==> src/mcu_io_pkg.sv <==
/*
 * mcu i/o register page definitions
 * bus widths, payload types, register offsets and reset values
 */
package mcu_io_pkg;

	localparam int ADDR_W    = 32; // cpu bus address
	localparam int DATA_W    = 32; // cpu bus data
	localparam int SLOT_ID_W = 16;
	localparam int ERR_W     = 3;

	typedef logic [DATA_W-1:0]    word_t;
	typedef logic [SLOT_ID_W-1:0] slot_id_t;
	typedef logic [ERR_W-1:0]     err_t; // zero means ok

	// upper half of the address selects the page
	localparam logic [15:0] IO_PAGE = 16'hFFFF;

	// target dataslot command block
	localparam logic [15:0] OFS_SLOT_ID     = 16'h0080;
	localparam logic [15:0] OFS_BRIDGE_ADDR = 16'h0084;
	localparam logic [15:0] OFS_LENGTH      = 16'h0088;
	localparam logic [15:0] OFS_SLOT_OFFSET = 16'h008C;
	localparam logic [15:0] OFS_CMD         = 16'h0090; // wr strobes, rd status

	localparam logic [15:0] OFS_TICK_PERIOD   = 16'h0098;
	localparam logic [15:0] OFS_RESET_OUT     = 16'h00A4;
	localparam logic [15:0] OFS_UPDATE_STATUS = 16'h00B0; // clear on read
	localparam logic [15:0] OFS_UPDATE_ID     = 16'h00B4;
	localparam logic [15:0] OFS_UPDATE_SIZE   = 16'h00B8;
	localparam logic [15:0] OFS_TIMER         = 16'h00C8;

	typedef enum logic [3:0] {
		REG_NONE,          // unmapped or off page
		REG_SLOT_ID,
		REG_BRIDGE_ADDR,
		REG_LENGTH,
		REG_SLOT_OFFSET,
		REG_CMD,
		REG_TICK_PERIOD,
		REG_RESET_OUT,
		REG_UPDATE_STATUS,
		REG_UPDATE_ID,
		REG_UPDATE_SIZE,
		REG_TIMER
	} reg_sel_t;

	// cycles per ms tick minus one, 25 MHz clock
	localparam word_t TICK_PERIOD_RESET = 32'd24999;

endpackage

==> src/mcu_bus_decode.sv <==
/*
 * cpu bus decoder for the mcu i/o page
 * req/ack handshake, register select, read merge, core reset register
 */
`timescale 1ns/1ps

module mcu_bus_decode (
	input  logic                          clk_sys,
	input  logic                          reset_n,

	// cpu side
	input  logic                          cpu_req,
	input  logic [mcu_io_pkg::ADDR_W-1:0] cpu_addr,
	input  logic                          cpu_wr,
	input  mcu_io_pkg::word_t             cpu_wdata,
	output logic                          cpu_ack,
	output mcu_io_pkg::word_t             cpu_rdata,

	// peripheral side
	input  mcu_io_pkg::word_t             cmd_rdata,
	input  mcu_io_pkg::word_t             update_rdata,
	input  mcu_io_pkg::word_t             timer_rdata,
	output mcu_io_pkg::reg_sel_t          reg_sel,
	output logic                          reg_wr,
	output logic                          reg_rd,
	output mcu_io_pkg::word_t             reg_wdata,

	output logic                          reset_out // core reset, software controlled
);

	logic              take;        // request seen, not yet acked
	logic              on_page;
	logic [15:0]       offset;
	mcu_io_pkg::word_t reset_rdata;
	mcu_io_pkg::word_t merged;

	// held request only acked once, ack cycle blocks the retake
	assign take = cpu_req & ~cpu_ack;

	assign reg_wr    = take & cpu_wr;  // acted on at the ack edge
	assign reg_rd    = take & ~cpu_wr;
	assign reg_wdata = cpu_wdata;

	assign on_page = (cpu_addr[mcu_io_pkg::ADDR_W-1:16] == mcu_io_pkg::IO_PAGE);
	assign offset  = cpu_addr[15:0];

	always_comb begin
		reg_sel = mcu_io_pkg::REG_NONE;
		if (on_page) begin
			case (offset)
				mcu_io_pkg::OFS_SLOT_ID:       reg_sel = mcu_io_pkg::REG_SLOT_ID;
				mcu_io_pkg::OFS_BRIDGE_ADDR:   reg_sel = mcu_io_pkg::REG_BRIDGE_ADDR;
				mcu_io_pkg::OFS_LENGTH:        reg_sel = mcu_io_pkg::REG_LENGTH;
				mcu_io_pkg::OFS_SLOT_OFFSET:   reg_sel = mcu_io_pkg::REG_SLOT_OFFSET;
				mcu_io_pkg::OFS_CMD:           reg_sel = mcu_io_pkg::REG_CMD;
				mcu_io_pkg::OFS_TICK_PERIOD:   reg_sel = mcu_io_pkg::REG_TICK_PERIOD;
				mcu_io_pkg::OFS_RESET_OUT:     reg_sel = mcu_io_pkg::REG_RESET_OUT;
				mcu_io_pkg::OFS_UPDATE_STATUS: reg_sel = mcu_io_pkg::REG_UPDATE_STATUS;
				mcu_io_pkg::OFS_UPDATE_ID:     reg_sel = mcu_io_pkg::REG_UPDATE_ID;
				mcu_io_pkg::OFS_UPDATE_SIZE:   reg_sel = mcu_io_pkg::REG_UPDATE_SIZE;
				mcu_io_pkg::OFS_TIMER:         reg_sel = mcu_io_pkg::REG_TIMER;
				default:                       reg_sel = mcu_io_pkg::REG_NONE;
			endcase
		end
	end

	// own register joins the merge like any peripheral
	assign reset_rdata = (reg_sel == mcu_io_pkg::REG_RESET_OUT) ?
		{{(mcu_io_pkg::DATA_W-1){1'b0}}, reset_out} : '0;

	// each source is zero unless selected, so a plain OR
	assign merged = cmd_rdata | update_rdata | timer_rdata | reset_rdata;

	// one clock latency, single pulse per request
	always_ff @(posedge clk_sys or negedge reset_n) begin
		if (!reset_n) begin
			cpu_ack <= 1'b0;
		end else begin
			cpu_ack <= take;
		end
	end

	// read word lands in the ack cycle
	always_ff @(posedge clk_sys) begin
		cpu_rdata <= reg_rd ? merged : '0;
	end

	always_ff @(posedge clk_sys or negedge reset_n) begin
		if (!reset_n) begin
			reset_out <= 1'b0;
		end else if (reg_wr && reg_sel == mcu_io_pkg::REG_RESET_OUT) begin
			reset_out <= reg_wdata[0]; // bit 0 only
		end
	end

endmodule

==> src/target_command_regs.sv <==
/*
 * target dataslot command registers
 * read/write parameters, one-cycle command strobes, status word
 */
`timescale 1ns/1ps

module target_command_regs (
	input  logic                 clk_sys,
	input  logic                 reset_n,
	input  mcu_io_pkg::reg_sel_t reg_sel,
	input  logic                 reg_wr,
	input  mcu_io_pkg::word_t    reg_wdata,

	input  logic                 target_dataslot_ack,  // high while command runs
	input  logic                 target_dataslot_done, // high until next command
	input  mcu_io_pkg::err_t     target_dataslot_err,

	output mcu_io_pkg::word_t    rdata,
	output logic                 target_dataslot_read,
	output logic                 target_dataslot_write,
	output mcu_io_pkg::slot_id_t target_dataslot_id,
	output mcu_io_pkg::word_t    target_dataslot_bridgeaddr,
	output mcu_io_pkg::word_t    target_dataslot_length,
	output mcu_io_pkg::word_t    target_dataslot_slotoffset
);

	logic cmd_wr;

	assign cmd_wr = reg_wr && reg_sel == mcu_io_pkg::REG_CMD;

	always_ff @(posedge clk_sys or negedge reset_n) begin
		if (!reset_n) begin
			target_dataslot_id         <= '0;
			target_dataslot_bridgeaddr <= '0;
			target_dataslot_length     <= '0;
			target_dataslot_slotoffset <= '0;
			target_dataslot_read       <= 1'b0;
			target_dataslot_write      <= 1'b0;
		end else begin
			// strobes high for the cycle following the write
			target_dataslot_read  <= cmd_wr & reg_wdata[0];
			target_dataslot_write <= cmd_wr & reg_wdata[1];
			if (reg_wr) begin
				case (reg_sel)
					mcu_io_pkg::REG_SLOT_ID:     target_dataslot_id <= reg_wdata[15:0]; // truncated
					mcu_io_pkg::REG_BRIDGE_ADDR: target_dataslot_bridgeaddr <= reg_wdata;
					mcu_io_pkg::REG_LENGTH:      target_dataslot_length <= reg_wdata;
					mcu_io_pkg::REG_SLOT_OFFSET: target_dataslot_slotoffset <= reg_wdata;
					default: ;
				endcase
			end
		end
	end

	// readback, status taken straight off the inputs
	always_comb begin
		case (reg_sel)
			mcu_io_pkg::REG_SLOT_ID:     rdata = {16'h0000, target_dataslot_id};
			mcu_io_pkg::REG_BRIDGE_ADDR: rdata = target_dataslot_bridgeaddr;
			mcu_io_pkg::REG_LENGTH:      rdata = target_dataslot_length;
			mcu_io_pkg::REG_SLOT_OFFSET: rdata = target_dataslot_slotoffset;
			mcu_io_pkg::REG_CMD: begin
				// ack bit 4, done bit 3, err 2:0
				rdata = {27'd0, target_dataslot_ack, target_dataslot_done, target_dataslot_err};
			end
			default:                     rdata = '0;
		endcase
	end

endmodule

==> src/dataslot_update_capture.sv <==
/*
 * host dataslot update capture
 * latches id and size, pending flag drives irq, clear on status read
 */
`timescale 1ns/1ps

module dataslot_update_capture (
	input  logic                 clk_sys,
	input  logic                 reset_n,
	input  mcu_io_pkg::reg_sel_t reg_sel,
	input  logic                 reg_rd,
	input  logic                 dataslot_update,      // one cycle pulse
	input  mcu_io_pkg::slot_id_t dataslot_update_id,
	input  mcu_io_pkg::word_t    dataslot_update_size,
	output mcu_io_pkg::word_t    rdata,
	output logic                 irq
);

	mcu_io_pkg::slot_id_t upd_id;
	mcu_io_pkg::word_t    upd_size;
	logic                 pending;

	always_ff @(posedge clk_sys or negedge reset_n) begin
		if (!reset_n) begin
			upd_id   <= '0;
			upd_size <= '0;
			pending  <= 1'b0;
		end else begin
			if (dataslot_update) begin
				upd_id   <= dataslot_update_id;
				upd_size <= dataslot_update_size;
				pending  <= 1'b1; // new update beats a clearing read
			end else if (reg_rd && reg_sel == mcu_io_pkg::REG_UPDATE_STATUS) begin
				pending  <= 1'b0;
			end
		end
	end

	assign irq = pending; // level, not a pulse

	always_comb begin
		case (reg_sel)
			mcu_io_pkg::REG_UPDATE_STATUS: rdata = {31'd0, pending}; // pre-clear value
			mcu_io_pkg::REG_UPDATE_ID:     rdata = {16'h0000, upd_id};
			mcu_io_pkg::REG_UPDATE_SIZE:   rdata = upd_size;
			default:                       rdata = '0;
		endcase
	end

endmodule

==> src/millisecond_timer.sv <==
/*
 * millisecond timer
 * programmable tick divider feeding a 32 bit counter, clear on write
 */
`timescale 1ns/1ps

module millisecond_timer (
	input  logic                 clk_sys,
	input  logic                 reset_n,
	input  mcu_io_pkg::reg_sel_t reg_sel,
	input  logic                 reg_wr,
	input  mcu_io_pkg::word_t    reg_wdata,
	output mcu_io_pkg::word_t    rdata
);

	mcu_io_pkg::word_t tick_period; // wrap value, period+1 cycles per tick
	mcu_io_pkg::word_t divider;
	mcu_io_pkg::word_t ms_count;
	logic              clear;

	assign clear = reg_wr && reg_sel == mcu_io_pkg::REG_TIMER && reg_wdata[0];

	always_ff @(posedge clk_sys or negedge reset_n) begin
		if (!reset_n) begin
			tick_period <= mcu_io_pkg::TICK_PERIOD_RESET;
		end else if (reg_wr && reg_sel == mcu_io_pkg::REG_TICK_PERIOD) begin
			tick_period <= reg_wdata;
		end
	end

	always_ff @(posedge clk_sys or negedge reset_n) begin
		if (!reset_n) begin
			divider  <= '0;
			ms_count <= '0;
		end else if (clear) begin
			divider  <= '0;
			ms_count <= '0;
		end else if (divider >= tick_period) begin
			// >= so a shrunk period still wraps right away
			divider  <= '0;
			ms_count <= ms_count + 32'd1;
		end else begin
			divider  <= divider + 32'd1;
		end
	end

	always_comb begin
		case (reg_sel)
			mcu_io_pkg::REG_TICK_PERIOD: rdata = tick_period;
			mcu_io_pkg::REG_TIMER:       rdata = ms_count;
			default:                     rdata = '0;
		endcase
	end

endmodule

==> src/mcu_io_top.sv <==
/*
 * mcu i/o peripheral slave
 * bus decoder plus command, update capture and timer blocks
 */
`timescale 1ns/1ps

module mcu_io_top (
	input  logic                          clk_sys,
	input  logic                          reset_n,

	// cpu bus
	input  logic                          cpu_req,
	input  logic [mcu_io_pkg::ADDR_W-1:0] cpu_addr,
	input  mcu_io_pkg::word_t             cpu_wdata,
	input  logic                          cpu_wr,
	output logic                          cpu_ack,
	output mcu_io_pkg::word_t             cpu_rdata,

	// target dataslot commands
	output logic                          target_dataslot_read,
	output logic                          target_dataslot_write,
	input  logic                          target_dataslot_ack,
	input  logic                          target_dataslot_done,
	input  mcu_io_pkg::err_t              target_dataslot_err,
	output mcu_io_pkg::slot_id_t          target_dataslot_id,
	output mcu_io_pkg::word_t             target_dataslot_bridgeaddr,
	output mcu_io_pkg::word_t             target_dataslot_length,
	output mcu_io_pkg::word_t             target_dataslot_slotoffset,

	// host updates
	input  logic                          dataslot_update,
	input  mcu_io_pkg::slot_id_t          dataslot_update_id,
	input  mcu_io_pkg::word_t             dataslot_update_size,
	output logic                          irq,

	output logic                          reset_out
);

	mcu_io_pkg::reg_sel_t reg_sel;
	logic                 reg_wr;
	logic                 reg_rd;
	mcu_io_pkg::word_t    reg_wdata;
	mcu_io_pkg::word_t    cmd_rdata;
	mcu_io_pkg::word_t    update_rdata;
	mcu_io_pkg::word_t    timer_rdata;

	mcu_bus_decode u_decode (
		.clk_sys      (clk_sys),
		.reset_n      (reset_n),
		.cpu_req      (cpu_req),
		.cpu_addr     (cpu_addr),
		.cpu_wr       (cpu_wr),
		.cpu_wdata    (cpu_wdata),
		.cpu_ack      (cpu_ack),
		.cpu_rdata    (cpu_rdata),
		.cmd_rdata    (cmd_rdata),
		.update_rdata (update_rdata),
		.timer_rdata  (timer_rdata),
		.reg_sel      (reg_sel),
		.reg_wr       (reg_wr),
		.reg_rd       (reg_rd),
		.reg_wdata    (reg_wdata),
		.reset_out    (reset_out)
	);

	target_command_regs u_cmd (
		.clk_sys                    (clk_sys),
		.reset_n                    (reset_n),
		.reg_sel                    (reg_sel),
		.reg_wr                     (reg_wr),
		.reg_wdata                  (reg_wdata),
		.target_dataslot_ack        (target_dataslot_ack),
		.target_dataslot_done       (target_dataslot_done),
		.target_dataslot_err        (target_dataslot_err),
		.rdata                      (cmd_rdata),
		.target_dataslot_read       (target_dataslot_read),
		.target_dataslot_write      (target_dataslot_write),
		.target_dataslot_id         (target_dataslot_id),
		.target_dataslot_bridgeaddr (target_dataslot_bridgeaddr),
		.target_dataslot_length     (target_dataslot_length),
		.target_dataslot_slotoffset (target_dataslot_slotoffset)
	);

	dataslot_update_capture u_update (
		.clk_sys              (clk_sys),
		.reset_n              (reset_n),
		.reg_sel              (reg_sel),
		.reg_rd               (reg_rd),
		.dataslot_update      (dataslot_update),
		.dataslot_update_id   (dataslot_update_id),
		.dataslot_update_size (dataslot_update_size),
		.rdata                (update_rdata),
		.irq                  (irq)
	);

	millisecond_timer u_timer (
		.clk_sys   (clk_sys),
		.reset_n   (reset_n),
		.reg_sel   (reg_sel),
		.reg_wr    (reg_wr),
		.reg_wdata (reg_wdata),
		.rdata     (timer_rdata)
	);

endmodule

==> config.mk <==
export PLATFORM = sky130hd
export DESIGN_NAME = mcu_io_top
export DESIGN_NICKNAME = d
export VERILOG_FILES = /design/src/mcu_io_pkg.sv /design/src/mcu_bus_decode.sv /design/src/target_command_regs.sv /design/src/dataslot_update_capture.sv /design/src/millisecond_timer.sv /design/src/mcu_io_top.sv
export SDC_FILE = /design/constraint.sdc
export NUM_CORES = 1
export LEC_CHECK = 0
export BUFFER_PORTS_ARGS = -buffer_cell sky130_fd_sc_hd__buf_2
export CORE_MARGIN = 4
export CORE_UTILIZATION = 60
export DETAILED_ROUTE_END_ITERATION = 7
export GPL_TIMING_DRIVEN = 0
export HOLD_SLACK_MARGIN = 0.02
export PLACE_DENSITY = 0.86
export SLEW_MARGIN = 30
export SYNTH_ARGS = -nofsm -noshare
export SYNTH_HDL_FRONTEND = slang
export SYNTH_SLANG_ARGS = --single-unit
==> constraint.sdc <==
create_clock -name clk_sys -period 5.32 [get_ports clk_sys]
set_input_delay 0.532 -clock clk_sys [delete_from_list [all_inputs] [get_ports clk_sys]]
set_output_delay 0.532 -clock clk_sys [all_outputs]
set_load 0.02 [all_outputs]
# Yosys cells after proc, flatten, opt, wreduce, memory -nomap -nowiden
# Index checks and enable logic that the tools add are counted.
[op_classes]
bitwise = 10
n_reduce_logical = 12
addsub = 2
order_cmp = 1
n_mux = 12
eq_ne = 23
[op_table]
columns = ["cell", "n"]
rows = [
  ["$eq A16 B8 Y1 const B", 11],
  ["$pmux W32 S5", 1],
  ["$mux W32", 4],
  ["$or A32 B32 Y32", 3],
  ["$pmux W32 S3", 1],
  ["$add A32 B1 Y32 const B", 2],
  ["$pmux W32 S2", 1],
  ["$pmux W4 S11", 1],
  ["$ge A32 B32 Y1", 1],
  ["$eq A16 B16 Y1 const B", 1],
  ["$eq A4 B3 Y1 const B", 4],
  ["$eq A4 B4 Y1 const B", 4],
  ["$eq A4 B2 Y1 const B", 2],
  ["$reduce_and A2 Y1", 4],
  ["$logic_and A1 B1 Y1", 6],
  ["$and A1 B1 Y1", 5],
  ["$eq A4 B1 Y1 const B", 1],
  ["$mux W4", 1],
  ["$reduce_bool A2 Y1", 2],
  ["$mux W1", 3],
  ["$not A1 Y1", 2],
]
[word_totals]
wordCells = 75
inputBits = 122
output_inout_bits = 149
reg_bits = 293

# Depth between registers and ports, before layout
# Gate-level depths: netlist of run 1.
[logic_depth]
depth_word = 8
depth_mapped = 11
ltp_nobuf = 9

# By module
# From an unflattened synthesis of run 1, not the netlist that was laid out.
[hier_totals]
hier_cells = 1253
hier_area_um2 = 14570.2
[modules_own_cells]
columns = ["module", "area_per_inst_um2", "seq_area_each_um2", "cells_each", "instances"]
rows = [
  ["millisecond_timer", 5776.8, 2412.3, 605, 1],
  ["target_command_regs", 5149.9, 2852.7, 357, 1],
  ["dataslot_update_capture", 2123.3, 1226.2, 146, 1],
  ["mcu_bus_decode", 1520.2, 690.7, 145, 1],
]

# Worst setup path before layout of run 1
# Ideal clock, no wire load.
[synth_timing]
path_kind = "register -> register"
startpoint = "register u_timer.tick_period[14]"
endpoint = "register u_timer.ms_count[1]"
path_slack_ns = 2.605
t_arrival_ns = 2.597
path_stages_with_launch = 12
setup_time_ns = 0.118
required_time_ns = 5.202
path_buffers = 2
period_less_slack_ns = 2.715
path_cell_list = "dfstp_2 > inv_1 > ha_1 > a21oi_1 > nand2_1 > a221o_1 > o31a_2 > nor3_1 > buf_2 > buf_4 > mux2i_1 > nor2_1"
[synth_between]
elab_chain_len = 2
[synth_lines]
columns = ["element", "line", "rtl"]
rows = [
  ["from (decl)", "millisecond_timer.sv:16", "mcu_io_pkg::word_t tick_period;"],
  ["from (signal assigned)", "millisecond_timer.sv:25", "tick_period <= mcu_io_pkg::TICK_PERIOD_RESET;"],
  ["from (signal assigned)", "millisecond_timer.sv:27", "tick_period <= reg_wdata;"],
  ["$ge A32 B32 Y1", "millisecond_timer.sv:38", "end else if (divider >= tick_period) begin"],
  ["$reduce_bool A2 Y1 (no line)", "-", ""],
  ["to (signal assigned)", "millisecond_timer.sv:41", "ms_count <= ms_count + 32'd1;"],
  ["to (decl)", "millisecond_timer.sv:18", "mcu_io_pkg::word_t ms_count;"],
]
# No other way between the ends.
# A chain may end at the register's enable or synchronous reset.

# Worst setup path in the final report of run 1
[layout_timing]
startpoint = "register u_timer.divider[0]"
endpoint = "register u_timer.divider[3]"
[layout_between]
elab_chain_len = 3
word_cells_on_any_way = 4
cone_classes = "add/sub: 1; order compare: 1; mux: 2"
[layout_lines]
columns = ["element", "line", "rtl"]
rows = [
  ["from (decl)", "millisecond_timer.sv:17", "mcu_io_pkg::word_t divider;"],
  ["from (signal assigned)", "millisecond_timer.sv:43", "divider <= divider + 32'd1;"],
  ["$add A32 B1 Y32 or $ge A32 B32 Y1 (tied branches)", "millisecond_timer.sv:43, millisecond_timer.sv:38", ""],
  ["$mux W32 *", "millisecond_timer.sv:38", ""],
  ["$mux W32 *", "millisecond_timer.sv:35", "end else if (clear) begin"],
]
# Every way passes the cells marked *; elsewhere a longest branch is shown, timed or not.

==> tab_implementation.tex, run 1 <==
\begin{tabular}{lr}
\hline
Metric & Value \\
\hline
\multicolumn{2}{l}{\textbf{Placement}} \\
Final weighted congestion in routability-driven placement & 0.959 \\
Cell Count Post-Placement & 1,720 \\
Number of input and output port buffers inserted & 265 \\
Dpl hpwl & around 32,000 um \\
\multicolumn{2}{l}{\textbf{Floorplan}} \\
\# IOs & approximately 270 \\
Starting utilization of the core area & 61.3\% \\
DIE AREA & 25,700 um2 \\
Height of the chip & 160 um \\
FP Rows & 55 \\
Area of the placeable core & $\sim$23,000 um2 \\
Die width & $\sim$160 um \\
\multicolumn{2}{l}{\textbf{Layout}} \\
Area overhead of the layout relative to synthesis & 20.0\% \\
Final net count & 1,624 \\
Commonest cells after routing, fill and taps aside & buf\_2 (286), dfrtp\_1 (253), mux2\_2 (102) \\
Utilization after layout & 73.6\% \\
Filler-free cell count of the finished design & 1,780 \\
Leading cell type in the layout, fill and taps excluded & buf\_2 \\
Layout cells sized above 1 & 35.7\% \\
\multicolumn{2}{l}{\textbf{CTS}} \\
Clock latency at the later pin of the worst-skew pair & 0.57 ns \\
TritonCTS buffer count & 30 \\
Post-CTS resize count & 0 \\
Clock-pin transition on the worst setup and hold timing paths & 0.06 ns \\
Number of sinks handled by clock tree synthesis & 293 \\
TritonCTS clock tree & done \\
Clock root buffer master & clkbuf\_16 \\
H-tree depth & 1 \\
Bufs on Longest Clock Path & 3 \\
\multicolumn{2}{l}{\textbf{GRT}} \\
Global routing usage summed across all routing layers & 33.6\% \\
Total grt overflow & 0 \\
Initial antenna violation count & 3 \\
Number of global-route vias before repair & 12,100 \\
Largest net degree at the start of global routing & 90 \\
Wire length of the first global-routing pass & 68,600 um \\
\multicolumn{2}{l}{\textbf{Yosys}} \\
YS warnings & 0 \\
Number of nets in the synthesized netlist & 1,323 \\
Largest family of logic cells by synthesized area & multiplexers \\
Number of standard cells after synthesis & $\sim$1,200 \\
Area of the mapped netlist & between 10,000 and 15,000 um2 \\
Number of distinct library cells after synthesis & 78 \\
Synth Area in XOR/XNOR & 2.20\% \\
Share of the yosys chip area belonging to registers & 51.5\% \\
Compound-gate portion of the synthesized area & between 10\% and 20\% \\
Multiplexer area fraction after synthesis & roughly 15\% \\
Primary flip-flop cell chosen by synthesis mapping & dfrtp\_1 \\
Area share of fa/ha/maj cells after synthesis & a little over 3\% \\
EDFF count, synth & 0 \\
Simple-gate share of the synthesized area & 12.0\% \\
Async set-or-reset flop fraction in the synthesized netlist & 89.1\% \\
Register bit total from synthesis & roughly 290 \\
Mean cell area of the mapped netlist & 11.9 um2 \\
\multicolumn{2}{l}{\textbf{STA}} \\
Tcrit/Tclk final & 66.0\% \\
Worst slew margin relative to its limit & 29.9\% \\
Count of final max-slew check failures & 0 \\
Final setup skew & 0.0285 ns \\
RSZ-0062 raised after global routing & no \\
Post-layout min period & about 3.5 ns \\
Number of hold-slack violations in the final timing report & 0 \\
Endpoints failing setup & 0 \\
Slew of the pin with the lowest slew margin & 1.04 ns \\
F\_max & 0.285 GHz \\
\multicolumn{2}{l}{\textbf{Critical path}} \\
Setup slack on the worst flop-to-flop path & 1.81 ns \\
Delay-heaviest family, CP & simple AND/OR/NAND/NOR gates \\
Standard cell with the maximum stage delay on the critical path & a2111oi\_0 \\
R2R cell count & 11 \\
Largest incremental delay on the critical path & 0.53 ns \\
CP Buf/Inv Count & 3 \\
Crit path capture type & register \\
FF-to-FF End & u\_timer.divider[3] \\
Max FO, Critical Path & 10 \\
CP Cell Sequence & inv\_1 -> ha\_1 -> nand2b\_1 -> a2111oi\_0 -> nor4b\_1 -> o31a\_2 -> nor3\_1 -> buf\_2 -> nand2\_1 -> buf\_4 -> nor2\_1 \\
CP Launch Point & u\_timer.divider[0] \\
CP required & 5.81 ns \\
Signal arrival time at the worst endpoint & 4.00 ns \\
Startpoint-to-endpoint class of the critical path & register to register \\
Element type at the critical path start & register \\
Launching point of the worst reg2reg path & u\_timer.divider[0] \\
Levels on crit path & 11 \\
\multicolumn{2}{l}{\textbf{Min path}} \\
WHS Path Cells & 2 \\
End point of the worst hold path & u\_update.upd\_id[9] \\
Type of the worst min-delay path & input pin to register \\
Hold wc startpoint & dataslot\_update\_id[9] \\
\multicolumn{2}{l}{\textbf{Detailed routing}} \\
Routed length per placed instance & 25.1 um \\
Number of nets with antenna violations after routing & 0 \\
Residual DRC count & 0 \\
Via/cell ratio & 6.68 \\
First DRT Iteration DRCs & 1,472 \\
Via count of the routed design & roughly 12,000 \\
Total wirelength of the detailed-routed design & 44,600 um \\
Detailed-routing iteration count for the pre-antenna-repair pass & 8 \\
\multicolumn{2}{l}{\textbf{Power}} \\
Power per standard cell area & roughly 270 nW/um2 \\
Leakage component of the power & 8.49 nW \\
Peak supply drop & 335 uV \\
Post-layout power & 0.00457 W \\
\multicolumn{2}{l}{\textbf{Flow run}} \\
Max-Cap Viols & 0 \\
\multicolumn{2}{l}{\textbf{Outcome}} \\
Result of the run & finished clean \\
\hline
\end{tabular}
cell type report:
cell class | count | area, um2
Fill cell | 1497 | 5990
Clock inverter | 11 | 97.6
Buffer | 66 | 380
Inverter | 42 | 158
Antenna cell | 3 | 7.51
Multi-Input combinational cell | 766 | 6220
Timing Repair Buffer | 269 | 1430
Clock buffer | 45 | 887
Tap cell | 285 | 357
Sequential cell | 293 | 7180
flip-flops by register name, indices dropped and copies added (netlist names), 32 cells and up:
register / flops
u_update.upd_size: 32
u_timer.divider: 32
u_timer.tick_period: 32
u_timer.ms_count: 32
u_cmd.target_dataslot_length: 32
u_decode.cpu_rdata: 32
u_cmd.target_dataslot_slotoffset: 32
u_cmd.target_dataslot_bridgeaddr: 32
per-stage QoR:
step	TNS (ns)	hold WS (ns)	area, um2	worst slack, ns
floorplan	0	0.236	13900	2.60
global placement	-231.21	0.427	15600	-0.937
detailed placement	0	0.339	15700	1.89
CTS	0	0.188	16700	1.99
global route	0	0.196	16700	1.73
finish	0	0.198	16700	1.81
cell usage after synthesis (11+ instances only):
library cell / count / share of area, %
buf_4: 12 / 0.65
ha_1: 34 / 3.1
mux2_2: 102 / 8.2
nand3_1: 33 / 1.2
a21oi_1: 58 / 2.1
buf_2: 22 / 0.79
mux2i_1: 11 / 0.79
a22o_1: 12 / 0.75
nand2_1: 67 / 1.8
mux2_4: 30 / 3.2
xor2_1: 20 / 1.3
dfrtp_1: 253 / 45
inv_1: 42 / 1.1
nor2_1: 56 / 1.5
a222oi_1: 62 / 4.5
nand4_1: 19 / 0.85
o31ai_1: 18 / 0.97
and3_1: 17 / 0.76
clkbuf_1: 18 / 0.48
xnor2_1: 15 / 0.94
or4_1: 17 / 0.92
mux2_1: 30 / 2.4
o21ai_0: 35 / 1.3
dfxtp_1: 32 / 4.6
power by group:
part | switching [W] | internal (W) | total (W)
Sequential | 0.0000230 | 0.00226 | 0.00229
Combinational | 0.000118 | 0.0000860 | 0.000204
Clock | 0.000883 | 0.00120 | 0.00208
Total | 0.00102 | 0.00355 | 0.00457
worst max path at each step:
stage / slack [ns] / end
after global routing: 1.73 / u_timer.ms_count[30]
after global placement: -0.94 / u_cmd.target_dataslot_bridgeaddr[27]
after floorplan: 2.60 / u_timer.ms_count[1]
final: 1.81 / u_timer.divider[3]
after detailed placement: 1.89 / u_decode.cpu_rdata[15]
after CTS: 1.99 / u_timer.ms_count[1]
logic make-up (layout without fill, tap and decap cells):
group / count (synthesis) / after routing
buf+inv: 108 / 433
flops: 293 / 293
other cells: 0 / 3
xor+xnor: 35 / 35
fa+ha+maj: 34 / 34
compound gates: 239 / 239
simple gates: 285 / 285
mux: 173 / 173
layer usage:
layer	up-vias	GRT usage, %	wire length, um
li1	4989	-	-
met1	5940	43.5	16600
met2	780	53.9	21100
met3	188	7.80	4360
met4	0	16.4	2530
met5	-	0	0
repair_timing:
item                                   4_1_cts  5_1_grt
endpoints found under the hold margin        6        0
hold buffers                                 1        0
setup buffers                                0        0
No activity file was read; power rests on OpenSTA's default activity.
==> inputs of run 2 (changes only) <==
--- a/config.mk
+++ b/config.mk
@@ -7,11 +7,11 @@
 export LEC_CHECK = 0
 export BUFFER_PORTS_ARGS = -buffer_cell sky130_fd_sc_hd__buf_2
 export CORE_MARGIN = 4
-export CORE_UTILIZATION = 60
+export CORE_UTILIZATION = 50
 export DETAILED_ROUTE_END_ITERATION = 7
 export GPL_TIMING_DRIVEN = 0
 export HOLD_SLACK_MARGIN = 0.02
-export PLACE_DENSITY = 0.86
+export PLACE_DENSITY = 0.76
 export SLEW_MARGIN = 30
 export SYNTH_ARGS = -nofsm -noshare
 export SYNTH_HDL_FRONTEND = slang
==> constraint.sdc (replaced) <==
create_clock -name clk_sys -period 2.94 [get_ports clk_sys]
set_input_delay 0.294 -clock clk_sys [delete_from_list [all_inputs] [get_ports clk_sys]]
set_output_delay 0.294 -clock clk_sys [all_outputs]
set_load 0.02 [all_outputs]
==> run 2 against run 1 <==
Effect of this change: the run now ends with design-rule violations left; cell area is 7.2% higher; final cell count increased by 9.3%; critical path depth is 2 lower; clock power is 120% higher; clock skew barely moved; flip-flop and latch count stayed put; power is 100% higher; clock-buffer cell count is 10 lower; critical path type unchanged; largest power group is now clock.
==> tab_implementation.tex, run 2 (synthesized netlist as in run 1, its figures left out) <==
\begin{tabular}{lr}
\hline
Metric & Value \\
\hline
\multicolumn{2}{l}{\textbf{CTS}} \\
TritonCTS clock tree & done \\
Clock-pin transition on the worst setup and hold timing paths & 0.06 ns \\
TritonCTS buffer count & 31 \\
Clock root buffer master & clkbuf\_16 \\
Bufs on Longest Clock Path & 3 \\
H-tree depth & 1 \\
Clock latency at the later pin of the worst-skew pair & 0.57 ns \\
Number of sinks handled by clock tree synthesis & 293 \\
\multicolumn{2}{l}{\textbf{GRT}} \\
Global routing usage summed across all routing layers & 28.8\% \\
Number of global-route vias before repair & 11,900 \\
Largest net degree at the start of global routing & 87 \\
Initial antenna violation count & 3 \\
Wire length of the first global-routing pass & 69,500 um \\
Total grt overflow & 0 \\
\multicolumn{2}{l}{\textbf{STA}} \\
Slew of the pin with the lowest slew margin & 0.967 ns \\
Total negative setup slack & 0 ns \\
Count of final max-slew check failures & 0 \\
Worst slew margin relative to its limit & 35.1\% \\
Number of hold-slack violations in the final timing report & 0 \\
Final setup skew & 0.0284 ns \\
Post-layout min period & 2.90 ns \\
F\_max & roughly 0.34 GHz \\
Endpoints failing setup & 0 \\
Worst Slack Setup Final & 0.0387 ns \\
Tcrit/Tclk final & 98.7\% \\
\multicolumn{2}{l}{\textbf{Power}} \\
Post-layout power & 0.00916 W \\
Peak supply drop & 510 uV \\
Power per standard cell area & 511 nW/um2 \\
Leakage component of the power & 8.95 nW \\
\multicolumn{2}{l}{\textbf{Critical path}} \\
Startpoint-to-endpoint class of the critical path & register to register \\
Max FO, Critical Path & 9 \\
Element type at the critical path start & register \\
FF-to-FF End & u\_timer.ms\_count[16] \\
R2R cell count & 9 \\
Signal arrival time at the worst endpoint & around 3.4 ns \\
Setup slack on the worst flop-to-flop path & 0.04 ns \\
Launching point of the worst reg2reg path & u\_timer.divider[30] \\
Crit path capture type & register \\
CP required & 3.44 ns \\
\multicolumn{2}{l}{\textbf{Detailed routing}} \\
Routed length per placed instance & 23.4 um \\
Number of nets with antenna violations after routing & 0 \\
Routed met1 length & 17,900 um \\
Residual DRC count & 4 \\
Detailed-routing iteration count for the pre-antenna-repair pass & 8 \\
Met2 Wirelength & 21,500 um \\
Highest metal used & met5 \\
Via count of the routed design & 11,900 \\
Total wirelength of the detailed-routed design & 45,600 um \\
First DRT Iteration DRCs & 1,356 \\
Amount of wire on met3 after detailed routing & approximately 4000 um \\
Via/cell ratio & 6.10 \\
\multicolumn{2}{l}{\textbf{Min path}} \\
Type of the worst min-delay path & input pin to register \\
End point of the worst hold path & u\_timer.tick\_period[14] \\
Hold wc startpoint & cpu\_wdata[14] \\
WHS Path Cells & 3 \\
\multicolumn{2}{l}{\textbf{Flow run}} \\
Max-Cap Viols & 0 \\
\multicolumn{2}{l}{\textbf{Layout}} \\
Final net count & 1,703 \\
Leading cell type in the layout, fill and taps excluded & buf\_2 \\
Commonest cells after routing, fill and taps aside & buf\_2 (284), dfrtp\_1 (252), mux2\_2 (102) \\
Layout cells sized above 1 & 35.9\% \\
Area overhead of the layout relative to synthesis & 28.7\% \\
\multicolumn{2}{l}{\textbf{Floorplan}} \\
DIE AREA & 30,600 um2 \\
\# IOs & 271 \\
Area of the placeable core & roughly 27,000 um2 \\
FP Rows & 60 \\
Starting utilization of the core area & 51.3\% \\
Die width & 175 um \\
Height of the chip & 175 um \\
\multicolumn{2}{l}{\textbf{Outcome}} \\
Violated checks & design-rule violations \\
Result of the run & complete, but fails checks \\
\multicolumn{2}{l}{\textbf{Placement}} \\
Dpl hpwl & approximately 33,000 um \\
Place WS & -0.351 ns \\
Final weighted congestion in routability-driven placement & 0.948 \\
Number of input and output port buffers inserted & $\sim$270 \\
\hline
\end{tabular}
run 2: report_power, final:
part / switching (W) / internal [W] / leakage (nW)
clock: 0.00171 / 0.00287 / 0.582
sequential: 0.0000417 / 0.00409 / 3.47
combinational: 0.000228 / 0.000213 / 4.90
run 2: final cells by class:
type                       instances  area [um2]
timing repair buffer             347        2180
buffer                            66         400
sequential                       293        7180
multi-input combinational        766        6330
clock buffer                      35         811
clock inverter                    23         392
antenna                            2        5.00
tap                              372         465
inverter                          42         158
fill                            2060        9250
run 2: stage by stage:
step                      instance area, um2  hold WS (ns)  cells  utilization, %
after floorplan                        13900      -0.00159   1167               -
after global placement                 15700         0.438   1804            57.9
after detailed placement               15800         0.219   1807            58.2
after CTS                              17800        0.0230   1933            65.3
after global routing                   17900        0.0348   1946            66.0
final                                  17900        0.0294   1946            66.0
run 2: worst max-delay path by stage:
stage / start / end / slack (ns) / cells after the start
6_report: u_timer.divider[30] / u_timer.ms_count[16] / 0.04 / 9
5_1_grt: u_timer.tick_period[7] / u_timer.ms_count[21] / -0.009 / 12
4_1_cts: u_timer.tick_period[7] / u_timer.ms_count[24] / 0.02 / 11
3_5_place_dp: u_timer.tick_period[0] / u_timer.ms_count[1] / -0.35 / 10
3_3_place_gp: reset_n / u_cmd.target_dataslot_length[28] / -3.12 / 1
2_1_floorplan: u_timer.tick_period[14] / u_timer.ms_count[1] / 0.22 / 11
run 2: repair_timing:
| item | 4_1_cts | 5_1_grt |
|---|---|---|
| hold buffers | 67 | 0 |
| buffers inserted | 1 | 11 |
| gates resized for setup | 10 | 14 |
| endpoints found under the hold margin | 169 | 0 |
| setup endpoints to repair | 60 | 56 |
| pin swaps | 2 | 8 |
run 2: critical path: stages, from the launching register on:
cell,delay (ns)
dfrtp_1,0.42
ha_1,0.31
nand4_1,0.10
or3_4,0.42
or2_4,0.28
o221ai_4,0.27
o31ai_4,0.12
buf_4,0.19
or4_1,0.56
a21oi_2,0.16
run 2: layer usage:
| metal | vias up | GRT usage, % |
|---|---|---|
| met5 | - | 0 |
| li1 | 5153 | - |
| met3 | 150 | 4.48 |
| met4 | 2 | 11.8 |
| met2 | 680 | 47.0 |
| met1 | 5891 | 38.8 |
==> inputs of run 3 (changes only) <==
--- a/config.mk
+++ b/config.mk
@@ -7,11 +7,10 @@
 export LEC_CHECK = 0
 export BUFFER_PORTS_ARGS = -buffer_cell sky130_fd_sc_hd__buf_2
 export CORE_MARGIN = 4
-export CORE_UTILIZATION = 50
+export CORE_UTILIZATION = 40
 export DETAILED_ROUTE_END_ITERATION = 7
 export GPL_TIMING_DRIVEN = 0
 export HOLD_SLACK_MARGIN = 0.02
-export PLACE_DENSITY = 0.76
 export SLEW_MARGIN = 30
 export SYNTH_ARGS = -nofsm -noshare
 export SYNTH_HDL_FRONTEND = slang
==> run 3 against run 2 <==
Effect of this change: the run now ends clean; first-iteration DRC count fell by 19%; sequential power is essentially flat; clock power down 14%; utilization down 14 points; critical path depth increased by 1; final cell count up 4.4%; fmax up 0.11%; hold slack better by 0.0067 ns; flip-flop and latch count unchanged; wire length up 4.1%; sequential share of layout area grew 0.090 points; critical endpoint is now u_timer.ms_count[14].
==> tab_implementation.tex, run 3 (synthesized netlist as in run 1, its figures left out) <==
\begin{tabular}{lr}
\hline
Metric & Value \\
\hline
\multicolumn{2}{l}{\textbf{Outcome}} \\
Result of the run & finished clean \\
\multicolumn{2}{l}{\textbf{CTS}} \\
Number of sinks handled by clock tree synthesis & 293 \\
Clock latency at the later pin of the worst-skew pair & 0.57 ns \\
Bufs on Longest Clock Path & 3 \\
Clock-pin transition on the worst setup and hold timing paths & 0.06 ns \\
Clock root buffer master & clkbuf\_16 \\
H-tree depth & 1 \\
TritonCTS clock tree & done \\
TritonCTS buffer count & 31 \\
\multicolumn{2}{l}{\textbf{STA}} \\
F\_max & 0.345 GHz \\
Post-layout min period & 2.90 ns \\
Number of hold-slack violations in the final timing report & 0 \\
Endpoints failing setup & 0 \\
Count of final max-slew check failures & 0 \\
Worst Slack Setup Final & roughly 0.042 ns \\
Tcrit/Tclk final & 98.6\% \\
Worst slew margin relative to its limit & between 30\% and 40\% \\
Final setup skew & 0.0211 ns \\
Slew of the pin with the lowest slew margin & 0.965 ns \\
\multicolumn{2}{l}{\textbf{GRT}} \\
Initial antenna violation count & 0 \\
Number of global-route vias before repair & 11,600 \\
Wire length of the first global-routing pass & 71,600 um \\
Largest net degree at the start of global routing & 80 \\
Global routing usage summed across all routing layers & 24.1\% \\
Total grt overflow & 0 \\
\multicolumn{2}{l}{\textbf{Detailed routing}} \\
Via/cell ratio & 5.67 \\
Detailed-routing iteration count for the pre-antenna-repair pass & 8 \\
Total wirelength of the detailed-routed design & between 40,000 and 50,000 um \\
Routed length per placed instance & 23.3 um \\
Via count of the routed design & $\sim$12,000 \\
Residual DRC count & 0 \\
First DRT Iteration DRCs & 1,092 \\
Number of nets with antenna violations after routing & 0 \\
\multicolumn{2}{l}{\textbf{Critical path}} \\
Crit path capture type & register \\
Critical path capture point & u\_timer.ms\_count[14] \\
Signal arrival time at the worst endpoint & roughly 3.4 ns \\
Startpoint-to-endpoint class of the critical path & register to register \\
CP required & 3.42 ns \\
Launching point of the worst reg2reg path & u\_timer.tick\_period[14] \\
Element type at the critical path start & register \\
CP Launch Point & u\_timer.tick\_period[14] \\
FF-to-FF End & u\_timer.ms\_count[14] \\
Max FO, Critical Path & 9 \\
R2R cell count & 10 \\
Setup slack on the worst flop-to-flop path & 0.04 ns \\
\multicolumn{2}{l}{\textbf{Layout}} \\
Layout cells sized above 1 & 35.3\% \\
Area overhead of the layout relative to synthesis & 28.4\% \\
Number of fill cells in the layout & 3,089 \\
Final net count & 1,707 \\
Area occupied by multi-input gates & 6320 um2 \\
Antenna Diode Count & 0 \\
Commonest cells after routing, fill and taps aside & buf\_2 (285), dfrtp\_1 (252), mux2\_2 (102) \\
Filler-free cell count of the finished design & 2,031 \\
Leading cell type in the layout, fill and taps excluded & buf\_2 \\
Area taken by flip-flops and latches & 7180 um2 \\
\multicolumn{2}{l}{\textbf{Power}} \\
Peak supply drop & about 380 uV \\
Leakage component of the power & 8.90 nW \\
Power per standard cell area & 477 nW/um2 \\
\multicolumn{2}{l}{\textbf{Floorplan}} \\
DIE AREA & 37,900 um2 \\
Area of the placeable core & around 34,000 um2 \\
Starting utilization of the core area & between 40\% and 50\% \\
Die width & 195 um \\
FP Rows & between 60 and 70 \\
\# IOs & 271 \\
Height of the chip & 195 um \\
\multicolumn{2}{l}{\textbf{Placement}} \\
Number of input and output port buffers inserted & 265 \\
Dpl hpwl & 34,900 um \\
Cell Count Post-Placement & 1,890 \\
Place WS & -0.409 ns \\
Final weighted congestion in routability-driven placement & 0.896 \\
\multicolumn{2}{l}{\textbf{Min path}} \\
Type of the worst min-delay path & input pin to register \\
\multicolumn{2}{l}{\textbf{Flow run}} \\
Max-Cap Viols & 0 \\
\hline
\end{tabular}
run 3: changes by cell type in the layout (fill, tap and decap cells not counted), sizes merged:
cell         delta
buf             -2
bufinv          -8
clkbuf          +6
clkinvlp        +2
diode           -2
dlygate4sd3     +6
run 3: stage by stage:
step | area [um2] | power, W | util (%) | setup TNS [ns] | hold WS (ns)
2_1_floorplan | 13900 | 0.00433 | - | 0 | -0.00159
6_report | 17900 | 0.00854 | 51.9 | 0 | 0.0361
5_1_grt | 17900 | 0.00879 | 51.9 | -0.00314 | 0.0373
3_5_place_dp | 15900 | 0.00458 | 46.2 | -31.90 | 0.187
4_1_cts | 17800 | 0.00860 | 51.6 | 0 | 0.0219
3_3_place_gp | 15800 | 0.00456 | 45.9 | -896.70 | 0.467
run 3: worst min path at each step:
stage	cells after the start	slack [ns]	to	startpoint
after detailed placement	1	0.19	u_cmd.target_dataslot_bridgeaddr[27]	reset_n
after CTS	3	0.02	u_timer.tick_period[26]	cpu_wdata[26]
after global routing	3	0.04	u_timer.tick_period[22]	cpu_wdata[22]
after global placement	1	0.47	u_decode.cpu_ack	u_decode.cpu_ack
after floorplan	0	-0.002	u_cmd.target_dataslot_bridgeaddr[0]	reset_n
final	2	0.04	u_decode.cpu_ack	cpu_req
run 3: critical path, cell delays in order, from the launching register on:
cell and delay, ns:
dfstp_2 0.53, inv_1 0.07, ha_4 0.28, nand4_1 0.18, nor3_4 0.24, nor4b_4 0.32
o31a_4 0.25, o31ai_4 0.10, buf_6 0.17, or4_1 0.51, a21oi_1 0.16
run 3: layer usage:
metal | vias up | part of all wire, % | global-route usage [%]
li1 | 5145 | - | -
met1 | 5912 | 45 | 33.7
met2 | 377 | 48 | 39.8
met3 | 91 | 4.5 | 2.84
met4 | 0 | 3.2 | 7.08
met5 | - | 0 | 0
run 3: repair_timing:
action,in CTS,in global routing
endpoints found under the setup margin,59,56
gates resized for setup,13,11
hold endpoints to repair,274,0
pin swaps,1,9
buffers inserted,1,8
gates cloned,0,1
hold buffers,73,0
run 3: cell type report:
type	count	share of cell area, %
buffer	66	2.26
clock buffer	41	4.83
clock inverter	17	0.930
inverter	42	0.881
multi-input combinational	766	35.3
sequential	293	40.2
tap	455	3.18
timing repair buffer	351	12.4
run 3: power by group:
group | internal [W] | leakage, nW | switching, W | total (W)
clock network | 0.00225 | 0.494 | 0.00170 | 0.00396
registers | 0.00409 | 3.47 | 0.0000402 | 0.00413
logic | 0.000218 | 4.94 | 0.000231 | 0.000449
